**config.mk**
```make
export PLATFORM = sky130hd
export DESIGN_NAME = cp15Top
export DESIGN_NICKNAME = d
export VERILOG_FILES = /design/src/hw/cp15Pkg.sv /design/src/hw/cp15PipeReg.sv /design/src/hw/cp15PortArbiter.sv /design/src/hw/cp15RegisterFile.sv /design/src/hw/cp15ResponseRouter.sv /design/src/hw/cp15Top.sv
export SDC_FILE = /design/constraint.sdc
export NUM_CORES = 1
export LEC_CHECK = 0
export ABC_CLOCK_PERIOD_IN_PS = 5690
export BUFFER_PORTS_ARGS = -buffer_cell sky130_fd_sc_hd__buf_2
export CORE_MARGIN = 2
export CORE_UTILIZATION = 50
export CTS_CLUSTER_DIAMETER = 200
export CTS_CLUSTER_SIZE = 24
export DETAILED_ROUTE_END_ITERATION = 7
export GPL_TIMING_DRIVEN = 0
export PLACE_DENSITY = 0.66
export SETUP_SLACK_MARGIN = 0.02
export SYNTH_ARGS = -nofsm -noshare
export SYNTH_HDL_FRONTEND = slang
export SYNTH_SLANG_ARGS = --single-unit
```
**constraint.sdc**
```tcl
create_clock -name clk -period 5.69 [get_ports clk]
set_input_delay 0.8535 -clock clk [delete_from_list [all_inputs] [get_ports clk]]
set_output_delay 0.8535 -clock clk [all_outputs]
set_load 0.02 [all_outputs]
```
**src/hw/cp15Pkg.sv**
```systemverilog
package cp15Pkg;

  // Requester identity carried with every request and its response
  typedef enum logic {
    CP15_SRC_CPU = 1'b0,
    CP15_SRC_MMU = 1'b1
  } cp15SrcE;

  // Port request with write high for MCR and low for MRC
  typedef struct packed {
    logic        write;
    logic [3:0]  addr;
    logic [2:0]  opcode2;
    logic [3:0]  crm;
    logic [31:0] wdata;
  } cp15PortReqT;

  // Arbitrated request tagged with its source
  typedef struct packed {
    cp15PortReqT port;
    cp15SrcE     src;
  } cp15ReqT;

  // Cache and TLB maintenance strobes
  typedef struct packed {
    logic invI;
    logic invD;
    logic cleanI;
    logic cleanD;
    logic tlbFlushI;
    logic tlbFlushD;
  } cp15MaintT;

  typedef struct packed {
    cp15SrcE     src;
    logic [31:0] rdata;
    cp15MaintT   maint;
  } cp15RspT;

  // Maintenance register numbers
  localparam logic [3:0] CP15_REG_CACHE = 4'd7;
  localparam logic [3:0] CP15_REG_TLB   = 4'd8;

  // Writable bits per register with reg 15 first
  localparam logic [15:0][31:0] CP15_WRITE_MASK = {
    32'h0000_0000, 32'h0000_0000, 32'h0000_0000, 32'h0000_0000,
    32'h0000_0000, 32'h0000_0000, 32'h0000_0000, 32'h0000_0000,
    32'h0000_0000, 32'hFFFF_FFFF, 32'h0000_01FF, 32'h0000_0000,
    32'hFFFF_FFFF, 32'hFFFF_C000, 32'h0000_FFFF, 32'h0000_0000
  };

endpackage

```
**src/hw/cp15PipeReg.sv**
```systemverilog
`timescale 1ns/1ps

module cp15PipeReg #(
  parameter type payloadT = logic
) (
  input  logic    clk,
  input  logic    reset,
  input  payloadT inData,
  input  logic    inValid,
  output logic    inReady,
  output payloadT outData,
  output logic    outValid,
  input  logic    outReady
);

  logic    full;
  payloadT data;

  // Accept when empty or when the held item drains this cycle
  assign inReady = !full || outReady;

  always_ff @(posedge clk) begin
    if (reset) begin
      full <= 1'b0;
    end else if (inValid && inReady) begin
      full <= 1'b1;
    end else if (outReady) begin
      full <= 1'b0;
    end
  end

  // Payload only
  always_ff @(posedge clk) begin
    if (inValid && inReady) begin
      data <= inData;
    end
  end

  assign outData = data;
  assign outValid = full;

endmodule

```
**src/hw/cp15PortArbiter.sv**
```systemverilog
`timescale 1ns/1ps

module cp15PortArbiter (
  input  logic                 clk,
  input  logic                 reset,
  input  cp15Pkg::cp15PortReqT cpuReq,
  input  logic                 cpuValid,
  output logic                 cpuReady,
  input  cp15Pkg::cp15PortReqT mmuReq,
  input  logic                 mmuValid,
  output logic                 mmuReady,
  output cp15Pkg::cp15ReqT     outReq,
  output logic                 outValid,
  input  logic                 outReady
);

  import cp15Pkg::*;

  cp15SrcE lastGrant;
  logic    grantMmu;
  logic    transfer;

  // ********************
  // Grant selection
  // ********************

  // MMU wins when alone, or on a tie when the CPU went last
  assign grantMmu = mmuValid && (!cpuValid || lastGrant == CP15_SRC_CPU);

  assign outValid = cpuValid || mmuValid;
  assign outReq.port = grantMmu ? mmuReq : cpuReq;
  assign outReq.src = grantMmu ? CP15_SRC_MMU : CP15_SRC_CPU;

  // Only the granted side sees ready
  assign cpuReady = outReady && !grantMmu;
  assign mmuReady = outReady && grantMmu;

  assign transfer = outValid && outReady;

  // ********************
  // Fairness state
  // ********************

  // Reset to MMU so the CPU takes the first tie
  always_ff @(posedge clk) begin
    if (reset) begin
      lastGrant <= CP15_SRC_MMU;
    end else if (transfer) begin
      lastGrant <= outReq.src;
    end
  end

endmodule

```
**src/hw/cp15RegisterFile.sv**
```systemverilog
`timescale 1ns/1ps

module cp15RegisterFile #(
  parameter logic [31:0] idValue      = 32'h4106_9265,
  parameter logic [31:0] controlReset = 32'h0009_0078
) (
  input  logic             clk,
  input  logic             reset,
  input  cp15Pkg::cp15ReqT req,
  input  logic             reqValid,
  output logic             reqReady,
  output cp15Pkg::cp15RspT rsp,
  output logic             rspValid,
  input  logic             rspReady,
  output logic [31:0]      control,
  output logic [31:0]      tbase
);

  import cp15Pkg::*;

  logic [15:0][31:0] regs;
  logic [31:0]       mask;
  logic              commit;
  logic              maintOp;
  // invI, invD, cleanI, cleanD
  logic [3:0]        cacheOps;
  // tlbFlushI, tlbFlushD
  logic [1:0]        tlbOps;

  // Stage boundary is a straight pass of the handshake
  assign reqReady = rspReady;
  assign rspValid = reqValid;
  assign commit = reqValid && rspReady;

  assign mask = CP15_WRITE_MASK[req.port.addr];

  // ********************
  // Register storage
  // ********************

  // Reg 0 has an all-zero mask and keeps the ID forever
  always_ff @(posedge clk) begin
    if (reset) begin
      regs    <= '0;
      regs[0] <= idValue;
      regs[1] <= controlReset;
    end else if (commit && req.port.write) begin
      regs[req.port.addr] <= (regs[req.port.addr] & ~mask) | (req.port.wdata & mask);
    end
  end

  assign control = regs[1];
  assign tbase = regs[2];

  // ********************
  // Maintenance decode
  // ********************

  assign maintOp = req.port.write && (req.port.opcode2 inside {3'd0, 3'd1});

  always_comb begin
    cacheOps = 4'b0000;
    if (maintOp && req.port.addr == CP15_REG_CACHE) begin
      case (req.port.crm)
        4'd5:    cacheOps = 4'b1000;
        4'd6:    cacheOps = 4'b0100;
        4'd7:    cacheOps = 4'b1100;
        4'd10:   cacheOps = 4'b0001;
        4'd11:   cacheOps = 4'b0011;
        4'd14:   cacheOps = 4'b0101;
        4'd15:   cacheOps = 4'b1111;
        default: cacheOps = 4'b0000;
      endcase
    end
  end

  always_comb begin
    tlbOps = 2'b00;
    if (maintOp && req.port.addr == CP15_REG_TLB) begin
      case (req.port.crm)
        4'd5:    tlbOps = 2'b10;
        4'd6:    tlbOps = 2'b01;
        4'd7:    tlbOps = 2'b11;
        default: tlbOps = 2'b00;
      endcase
    end
  end

  // Writes return zero and unimplemented or maintenance regs hold zero
  assign rsp.src = req.src;
  assign rsp.rdata = req.port.write ? 32'h0 : regs[req.port.addr];
  assign rsp.maint = cp15MaintT'({cacheOps, tlbOps});

endmodule

```
**src/hw/cp15ResponseRouter.sv**
```systemverilog
`timescale 1ns/1ps

module cp15ResponseRouter (
  input  cp15Pkg::cp15RspT   rsp,
  input  logic               rspValid,
  output logic               rspReady,
  output logic [31:0]        cpuRspData,
  output logic               cpuRspValid,
  input  logic               cpuRspReady,
  output logic [31:0]        mmuRspData,
  output logic               mmuRspValid,
  input  logic               mmuRspReady,
  output cp15Pkg::cp15MaintT maint
);

  import cp15Pkg::*;

  logic toMmu;
  logic transfer;

  assign toMmu = rsp.src == CP15_SRC_MMU;

  // ********************
  // Port steering
  // ********************

  // Data goes to both ports and valid only to the issuer
  assign cpuRspData = rsp.rdata;
  assign mmuRspData = rsp.rdata;
  assign cpuRspValid = rspValid && !toMmu;
  assign mmuRspValid = rspValid && toMmu;

  // The other port's ready must not drain this response
  assign rspReady = toMmu ? mmuRspReady : cpuRspReady;

  assign transfer = rspValid && rspReady;

  // ********************
  // Maintenance strobes
  // ********************

  // One pulse per operation, in the cycle its response leaves
  assign maint = transfer ? rsp.maint : '0;

endmodule

```
**src/hw/cp15Top.sv**
```systemverilog
`timescale 1ns/1ps

module cp15Top #(
  parameter logic [31:0] idValue      = 32'h4106_9265,
  parameter logic [31:0] controlReset = 32'h0009_0078
) (
  input  logic                 clk,
  input  logic                 reset,
  input  cp15Pkg::cp15PortReqT cpuReq,
  input  logic                 cpuValid,
  output logic                 cpuReady,
  input  cp15Pkg::cp15PortReqT mmuReq,
  input  logic                 mmuValid,
  output logic                 mmuReady,
  output logic [31:0]          cpuRspData,
  output logic                 cpuRspValid,
  input  logic                 cpuRspReady,
  output logic [31:0]          mmuRspData,
  output logic                 mmuRspValid,
  input  logic                 mmuRspReady,
  output cp15Pkg::cp15MaintT   maint,
  output logic [31:0]          control,
  output logic [31:0]          tbase
);

  import cp15Pkg::*;

  // Arbiter to pipe A
  cp15ReqT arbReq;
  logic    arbValid;
  logic    arbReady;
  // Pipe A to register file
  cp15ReqT pipeAReq;
  logic    pipeAValid;
  logic    pipeAReady;
  // Register file to pipe B
  cp15RspT rfRsp;
  logic    rfValid;
  logic    rfReady;
  // Pipe B to router
  cp15RspT pipeBRsp;
  logic    pipeBValid;
  logic    pipeBReady;

  cp15PortArbiter u_arbiter (
    .clk      (clk),
    .reset    (reset),
    .cpuReq   (cpuReq),
    .cpuValid (cpuValid),
    .cpuReady (cpuReady),
    .mmuReq   (mmuReq),
    .mmuValid (mmuValid),
    .mmuReady (mmuReady),
    .outReq   (arbReq),
    .outValid (arbValid),
    .outReady (arbReady)
  );

  cp15PipeReg #(.payloadT(cp15ReqT)) u_pipeA (
    .clk      (clk),
    .reset    (reset),
    .inData   (arbReq),
    .inValid  (arbValid),
    .inReady  (arbReady),
    .outData  (pipeAReq),
    .outValid (pipeAValid),
    .outReady (pipeAReady)
  );

  cp15RegisterFile #(
    .idValue      (idValue),
    .controlReset (controlReset)
  ) u_registerFile (
    .clk      (clk),
    .reset    (reset),
    .req      (pipeAReq),
    .reqValid (pipeAValid),
    .reqReady (pipeAReady),
    .rsp      (rfRsp),
    .rspValid (rfValid),
    .rspReady (rfReady),
    .control  (control),
    .tbase    (tbase)
  );

  cp15PipeReg #(.payloadT(cp15RspT)) u_pipeB (
    .clk      (clk),
    .reset    (reset),
    .inData   (rfRsp),
    .inValid  (rfValid),
    .inReady  (rfReady),
    .outData  (pipeBRsp),
    .outValid (pipeBValid),
    .outReady (pipeBReady)
  );

  cp15ResponseRouter u_router (
    .rsp         (pipeBRsp),
    .rspValid    (pipeBValid),
    .rspReady    (pipeBReady),
    .cpuRspData  (cpuRspData),
    .cpuRspValid (cpuRspValid),
    .cpuRspReady (cpuRspReady),
    .mmuRspData  (mmuRspData),
    .mmuRspValid (mmuRspValid),
    .mmuRspReady (mmuRspReady),
    .maint       (maint)
  );

endmodule

```
==> impl_metrics.ini, run 1 <==
[status]
status = finished with violations
violations = capacitance limit, slew limit

[timing]
slew_viol_final = 1
slew_headroom_pct = -0.852
fin_setup_tns_ns = 0
setup_viol = 0
whs_ns = 0.433
period_minus_slack_ns = 4.26
finalClockSkew_ns = 0.0442
worst_slack_ns = 1.43
rsz0062_at_grt = no
fmaxAchievable_mhz = 235
tightest_slew_ns = 1.50
hold_violations = 0
post-route-period-util_pct = 74.9

[drt]
wl_per_cell_um = 26.9
dr.pass1.iters = 7
drc = 0
drt-initial-drc-count = 3056
vias_per_cell = 6.31
antenna_left = 0
vias = 24980
wl_mm = 107

[hold_path]
worstHoldStart = u_pipeA.outData[0]
hp-class = reg -> reg
hold_depth = 0

[setup_path]
max_stage_delay_ns = 1.14
rr_startpoint = u_pipeA.outData[41]
arrival_ns = 4.79
required_ns = 6.22
crit_chain = nand2_1, clkbuf_1, o22ai_1, o41ai_1, inv_1, a211oi_1
startpoint_type = register
timing.reg2reg.worst_path_depth = 6
cp-end-kind = register
critical_path_class = reg -> reg
critical_path_peak_fanout = 10
startpoint = u_pipeA.outData[41]
critical_path.slowest_cell = o41ai_1

[cts]
clk_pin_slew_ns = 0.11
ctsHoldBuffers = 0
clock_latency_ns = 0.63
cts_tree = done
clockBufferDepth = 3
htree_levels = 1
cts_root_buf = clkbuf_16
cts_resized = 0
clock_sinks = 602
postCtsSetupRepairBufs = 0
numCtsBuffers = 29

[synth]
synth_top_family_by_area = simple AND/OR/NAND/NOR gates
synthCells = 2977
synth.net_count = 3072
synth_compound_area_share_pct = 15.4
yosys.cell_types.count = 55
ys_seq_area_share_pct = 46.6
avgSynthCellArea_um2 = 9.29
synth_top_area_share_pct = 37.6
netlist_area_mm2 = 0.0277
synthAdderAreaFrac_pct = 0.0452
synth_area_leader_cell = dfxtp_1
yosys_warnings = 0
ys_ff_latch = 602
synth_top_flop_cell = dfxtp_1
ys_top_cells_by_area = dfxtp_1 38%, mux2_2 11%, nor2_1 10%
yosys-mux-area-fraction_pct = 11.8
synthXorXnorAreaFrac_pct = 0
synth-edff-count = 83
synthSimpleGateAreaFrac_pct = 18.2
synthArstFlopShare_pct = 0

[final_layout]
nets = 3335
areaGrowthSynthToFinish_pct = 10.6
final_layout_size_suffix_gt1_share_pct = 26.4
fin_cells = 3961
fin_area_mm2 = 0.0306

[place]
globalplace.congestion = 1.01
place_area_mm2 = 0.0298
port_buffers = 228
place_hpwl_mm = 78.6
placedCellCount = 3913
place_ws_ns = 1.73

[die]
initial_utilization_pct = 50.4
io_pins = 232
dieWidth_um = 239
die_area_mm2 = 0.0572
core_area_mm2 = 0.0549
rows = 86
die_h_um = 239

[global_route]
grt_pass1_wl_mm = 154
grt_pass1_vias = 23852
grt_overflow = 0
antenna_found_initial = 5
groute.usage.overall_pct = 36.4
grt_max_degree = 27

[flow_run]
maxCapViolCount = 2

[power_and_ir_drop]
peakVddDrop_mv = 0.263
power_density_mw_per_mm2 = 290
leakagePower_uw = 0.0116
## metrics by stage
stage                     util (%)  total power (µW)
after floorplan                  -              5720
after global placement        54.1              6460
after detailed placement      54.3              6500
after CTS                     55.7              8790
after global routing          55.7              9060
final                         55.8              8870
## layer usage
metal / GRT usage [%] / share of wire (%) / vias to the layer above
met5: 0 / 0.030 / -
met2: 56.1 / 44 / 1655
met1: 47.0 / 39 / 11997
met3: 7.42 / 11 / 357
li1: - / - / 10967
met4: 22.5 / 6.7 / 4
## sequential cells by signal, indices dropped and copies added (netlist names)
register                count
u_registerFile.mask         4
u_pipeA.outValid            1
u_registerFile.control     32
u_pipeB.outData            39
u_registerFile.regs       448
u_pipeB.outValid            1
u_pipeA.outData            44
u_arbiter.lastGrant         1
u_registerFile.tbase       32
## cells by family (layout without fill, tap and decap cells)
family,count (synthesis),count (layout)
muxes,290,290
buffers and inverters,387,663
adders and majority gates,1,1
DFF,602,602
other,0,4
and+or+nand+nor,1157,1157
AOI/OAI and AO/OA,540,540
## layout make-up
type / count / area [µm²]
Clock buffer: 43 / 778
Antenna cell: 4 / 10.0
Buffer: 374 / 2170
Multi-Input combinational cell: 1988 / 12600
Sequential cell: 602 / 12900
Fill cell: 4872 / 24300
Tap cell: 704 / 881
Inverter: 13 / 48.8
Timing Repair Buffer: 232 / 1210
Clock inverter: 1 / 30.0
## synthesized netlist by cell type, types with 3 or more instances
library cell	count
a2111oi_0	11
a2111oi_2	4
a211oi_1	334
a211oi_2	14
a21oi_1	19
and2_1	3
and3_1	10
buf_1	10
buf_2	88
buf_4	140
buf_6	10
clkbuf_1	122
dfxtp_1	519
edfxtp_1	83
inv_1	10
mux2_1	3
mux2_2	275
mux2i_1	12
nand2_1	41
nand2b_1	10
nand3_1	11
nor2_1	754
nor2_2	16
nor2b_1	20
nor3_1	261
nor3_4	10
nor4_1	3
o22ai_1	116
o31ai_1	8
o31ai_2	5
o31ai_4	13
or2_2	6
or3_1	6
## final timing paths
kind / slack (ns) / end
worst max register to register: 1.43 / u_registerFile.regs[111]
worst min register to register: 0.43 / u_pipeB.outData[38]
worst max-delay path: 1.43 / u_registerFile.regs[111]
worst min-delay path: 0.43 / u_pipeB.outData[38]
## critical path: cells and delay by family (launching register included)
family                 cells  cell delay, ns
AND/OR/NAND/NOR            1            0.67
AO/OA/AOI/OAI              3            1.73
flip-flops                 1            0.49
buffers and inverters      2            1.26
## cell usage in the layout (no fill, tap or decap), types with 14 or more instances in the layout
cell,count
nor2b_1,20
nor2_2,16
buf_4,140
a211oi_2,14
clkbuf_1,136
dfxtp_1,519
o22ai_1,116
buf_2,317
mux2_2,275
a21oi_1,19
clkbuf_16,29
a211oi_1,334
nor2_1,754
nor3_1,261
edfxtp_1,83
nand2_1,41
## power breakdown
part           internal (µW)  total, µW  switching [µW]
Clock                    959       2390            1430
Combinational            539       1970            1430
Sequential              4440       4520            74.8
Total                   5940       8870            2930
Power figures use the tool's default switching activity.
==> inputs of run 2 (changes only) <==
ABC_CLOCK_PERIOD_IN_PS = 3600   (was 5690)
PLACE_DENSITY = 0.68   (was 0.66)
clock period = 3.6 ns   (was 5.69 ns; I/O delays follow)
==> impl_metrics.ini, run 2 (synthesis results as in run 1) <==
[setup_path]
rrSetupSlack_ns = -0.13
critical_path_peak_fanout = 10
timing.reg2reg.worst_path_depth = 8
cp-end-kind = register
startpoint_type = register
rr_startpoint = u_pipeA.outData[41]
r2r_end = u_pipeB.outData[29]
required_ns = 4.08
critical_path_class = reg -> reg
arrival_ns = 4.21

[power_and_ir_drop]
power_density_mw_per_mm2 = 459
leakagePower_uw = 0.0116
peakVddDrop_mv = 0.432

[hold_path]
hold_depth = 2
hp-class = in -> reg
holdPathEnd = u_pipeA.outData[24]
worstHoldStart = mmuReq[23]

[cts]
cts_root_buf = clkbuf_16
clock_sinks = 602
htree_levels = 1
numCtsBuffers = 29
cts_tree = done
clock_latency_ns = 0.64
clk_pin_slew_ns = 0.11
clockBufferDepth = 3

[final_layout]
final_common_cell = nor2_1
utilization_pct = 55.9
num-fill-cells = 4932
largest_reg_flops = 448
most-common-layout-cells = 754 x nor2_1, 519 x dfxtp_1, 334 x a211oi_1, 317 x buf_2, 275 x mux2_2
final_layout_size_suffix_gt1_share_pct = 26.8
areaGrowthSynthToFinish_pct = 10.9
regMostFlops = u_registerFile.regs
nets = 3335

[die]
initial_utilization_pct = 50.4
die_h_um = 239
die_area_mm2 = 0.0572
core_area_mm2 = 0.0549
rows = 86
dieWidth_um = 239
io_pins = 232

[place]
port_buffers = 228
globalplace.congestion = 0.970
place_hpwl_mm = 79.3
place_ws_ns = -0.173

[global_route]
groute.usage.overall_pct = 36.5
grt_pass1_vias = 23789
grt_pass1_wl_mm = 154
grt_max_degree = 26
grt_overflow = 0
antenna_found_initial = 4

[timing]
fmaxAchievable_mhz = 268
worst_slack_ns = -0.126
period_minus_slack_ns = 3.73
slew_viol_final = 0
finalClockSkew_ns = 0.0343
rsz0062_at_grt = no
hold_violations = 0
tightest_slew_ns = 1.46
post-route-period-util_pct = 104
setup_viol = 1
slew_headroom_pct = 1.47

[drt]
vias_per_cell = 6.29
wl_mm = 108
drt-initial-drc-count = 2986
antenna_left = 0
drc = 0
dr.pass1.iters = 5
vias = 24894
wl_per_cell_um = 27.2

[status]
violations = capacitance limit, setup timing
status = finished with violations

[flow_run]
maxCapViolCount = 1
## run 2: cell count changes in the layout (fill, tap and decap cells not counted), moves of 2 or more
cell | before | now
buf_12 | 5 | 2
buf_16 | 0 | 3
clkbuf_1 | 136 | 133
clkbuf_2 | 0 | 4
nor3_1 | 261 | 257
nor3_2 | 0 | 4
o31ai_1 | 8 | 6
o31ai_4 | 13 | 15
## run 2: worst max-delay path by stage
| stage | endpoint | slack [ns] | from | depth (start not counted) |
|---|---|---|---|---|
| final | u_pipeB.outData[29] | -0.13 | u_pipeA.outData[41] | 8 |
| after floorplan | u_registerFile.mask[6] | 0.13 | mmuRspReady | 6 |
| after CTS | u_registerFile.regs[369] | 0.11 | u_pipeA.outData[41] | 7 |
| after global placement | u_registerFile.mask[6] | -1.01 | mmuRspReady | 7 |
| after global routing | u_registerFile.regs[305] | 0.08 | u_pipeA.outData[41] | 8 |
| after detailed placement | u_registerFile.regs[168] | -0.17 | u_pipeA.outData[41] | 6 |
## run 2: final cells by class
type	instances	area (µm²)	share of cell area [%]
timing repair buffer	232	1230	4.00
clock buffer	43	778	2.54
tap	704	881	2.87
inverter	13	48.8	0.159
clock inverter	1	30.0	0.0979
antenna	3	7.51	0.0245
buffer	374	2170	7.09
sequential	602	12900	42.0
multi-input combinational	1988	12600	41.2
## run 2: report_power, final
part / total (µW) / switching (µW) / internal (µW)
Clock: 3800 / 2280 / 1520
Combinational: 3140 / 2280 / 863
Sequential: 7140 / 120 / 7020
Total: 14100 / 4680 / 9400
## run 2: repair_timing
item / CTS / global route
setup buffers: 0 / 0
hold buffers: 0 / 0
endpoints found under the setup margin: 47 / 8
resized for setup: 10 / 4
## run 2: worst max-delay path, cell delays in order, from the launching register on
cell and delay, ns:
edfxtp_1 0.49, nand2b_1 0.12, buf_2 0.29, clkbuf_2 0.49
buf_1 0.74, o22ai_1 0.20, nor3_1 0.94, nor2_1 0.14
nor2_1 0.14
## run 2: routing by layer
metal / share of wire, % / vias to the layer above / global-route usage, %
li1: - / 10958 / -
met1: 39 / 11882 / 47.4
met2: 44 / 1672 / 56.2
met3: 11 / 380 / 7.41
met4: 6.8 / 2 / 21.9
met5: 0.012 / - / 0
## run 2: metrics by stage
step / TNS (ns) / cell area, µm² / hold WS (ns) / total power [µW] / cells
finish: -0.126 / 30700 / 0.209 / 14100 / 3960
detailed placement: -2.71 / 29800 / 0.406 / 10300 / 3913
global placement: -54.71 / 29700 / 0.401 / 10200 / 3909
CTS: 0 / 30700 / 0.200 / 13900 / 3957
floorplan: 0 / 27700 / 0.400 / 9040 / 2977
global route: 0 / 30700 / 0.197 / 14400 / 3957
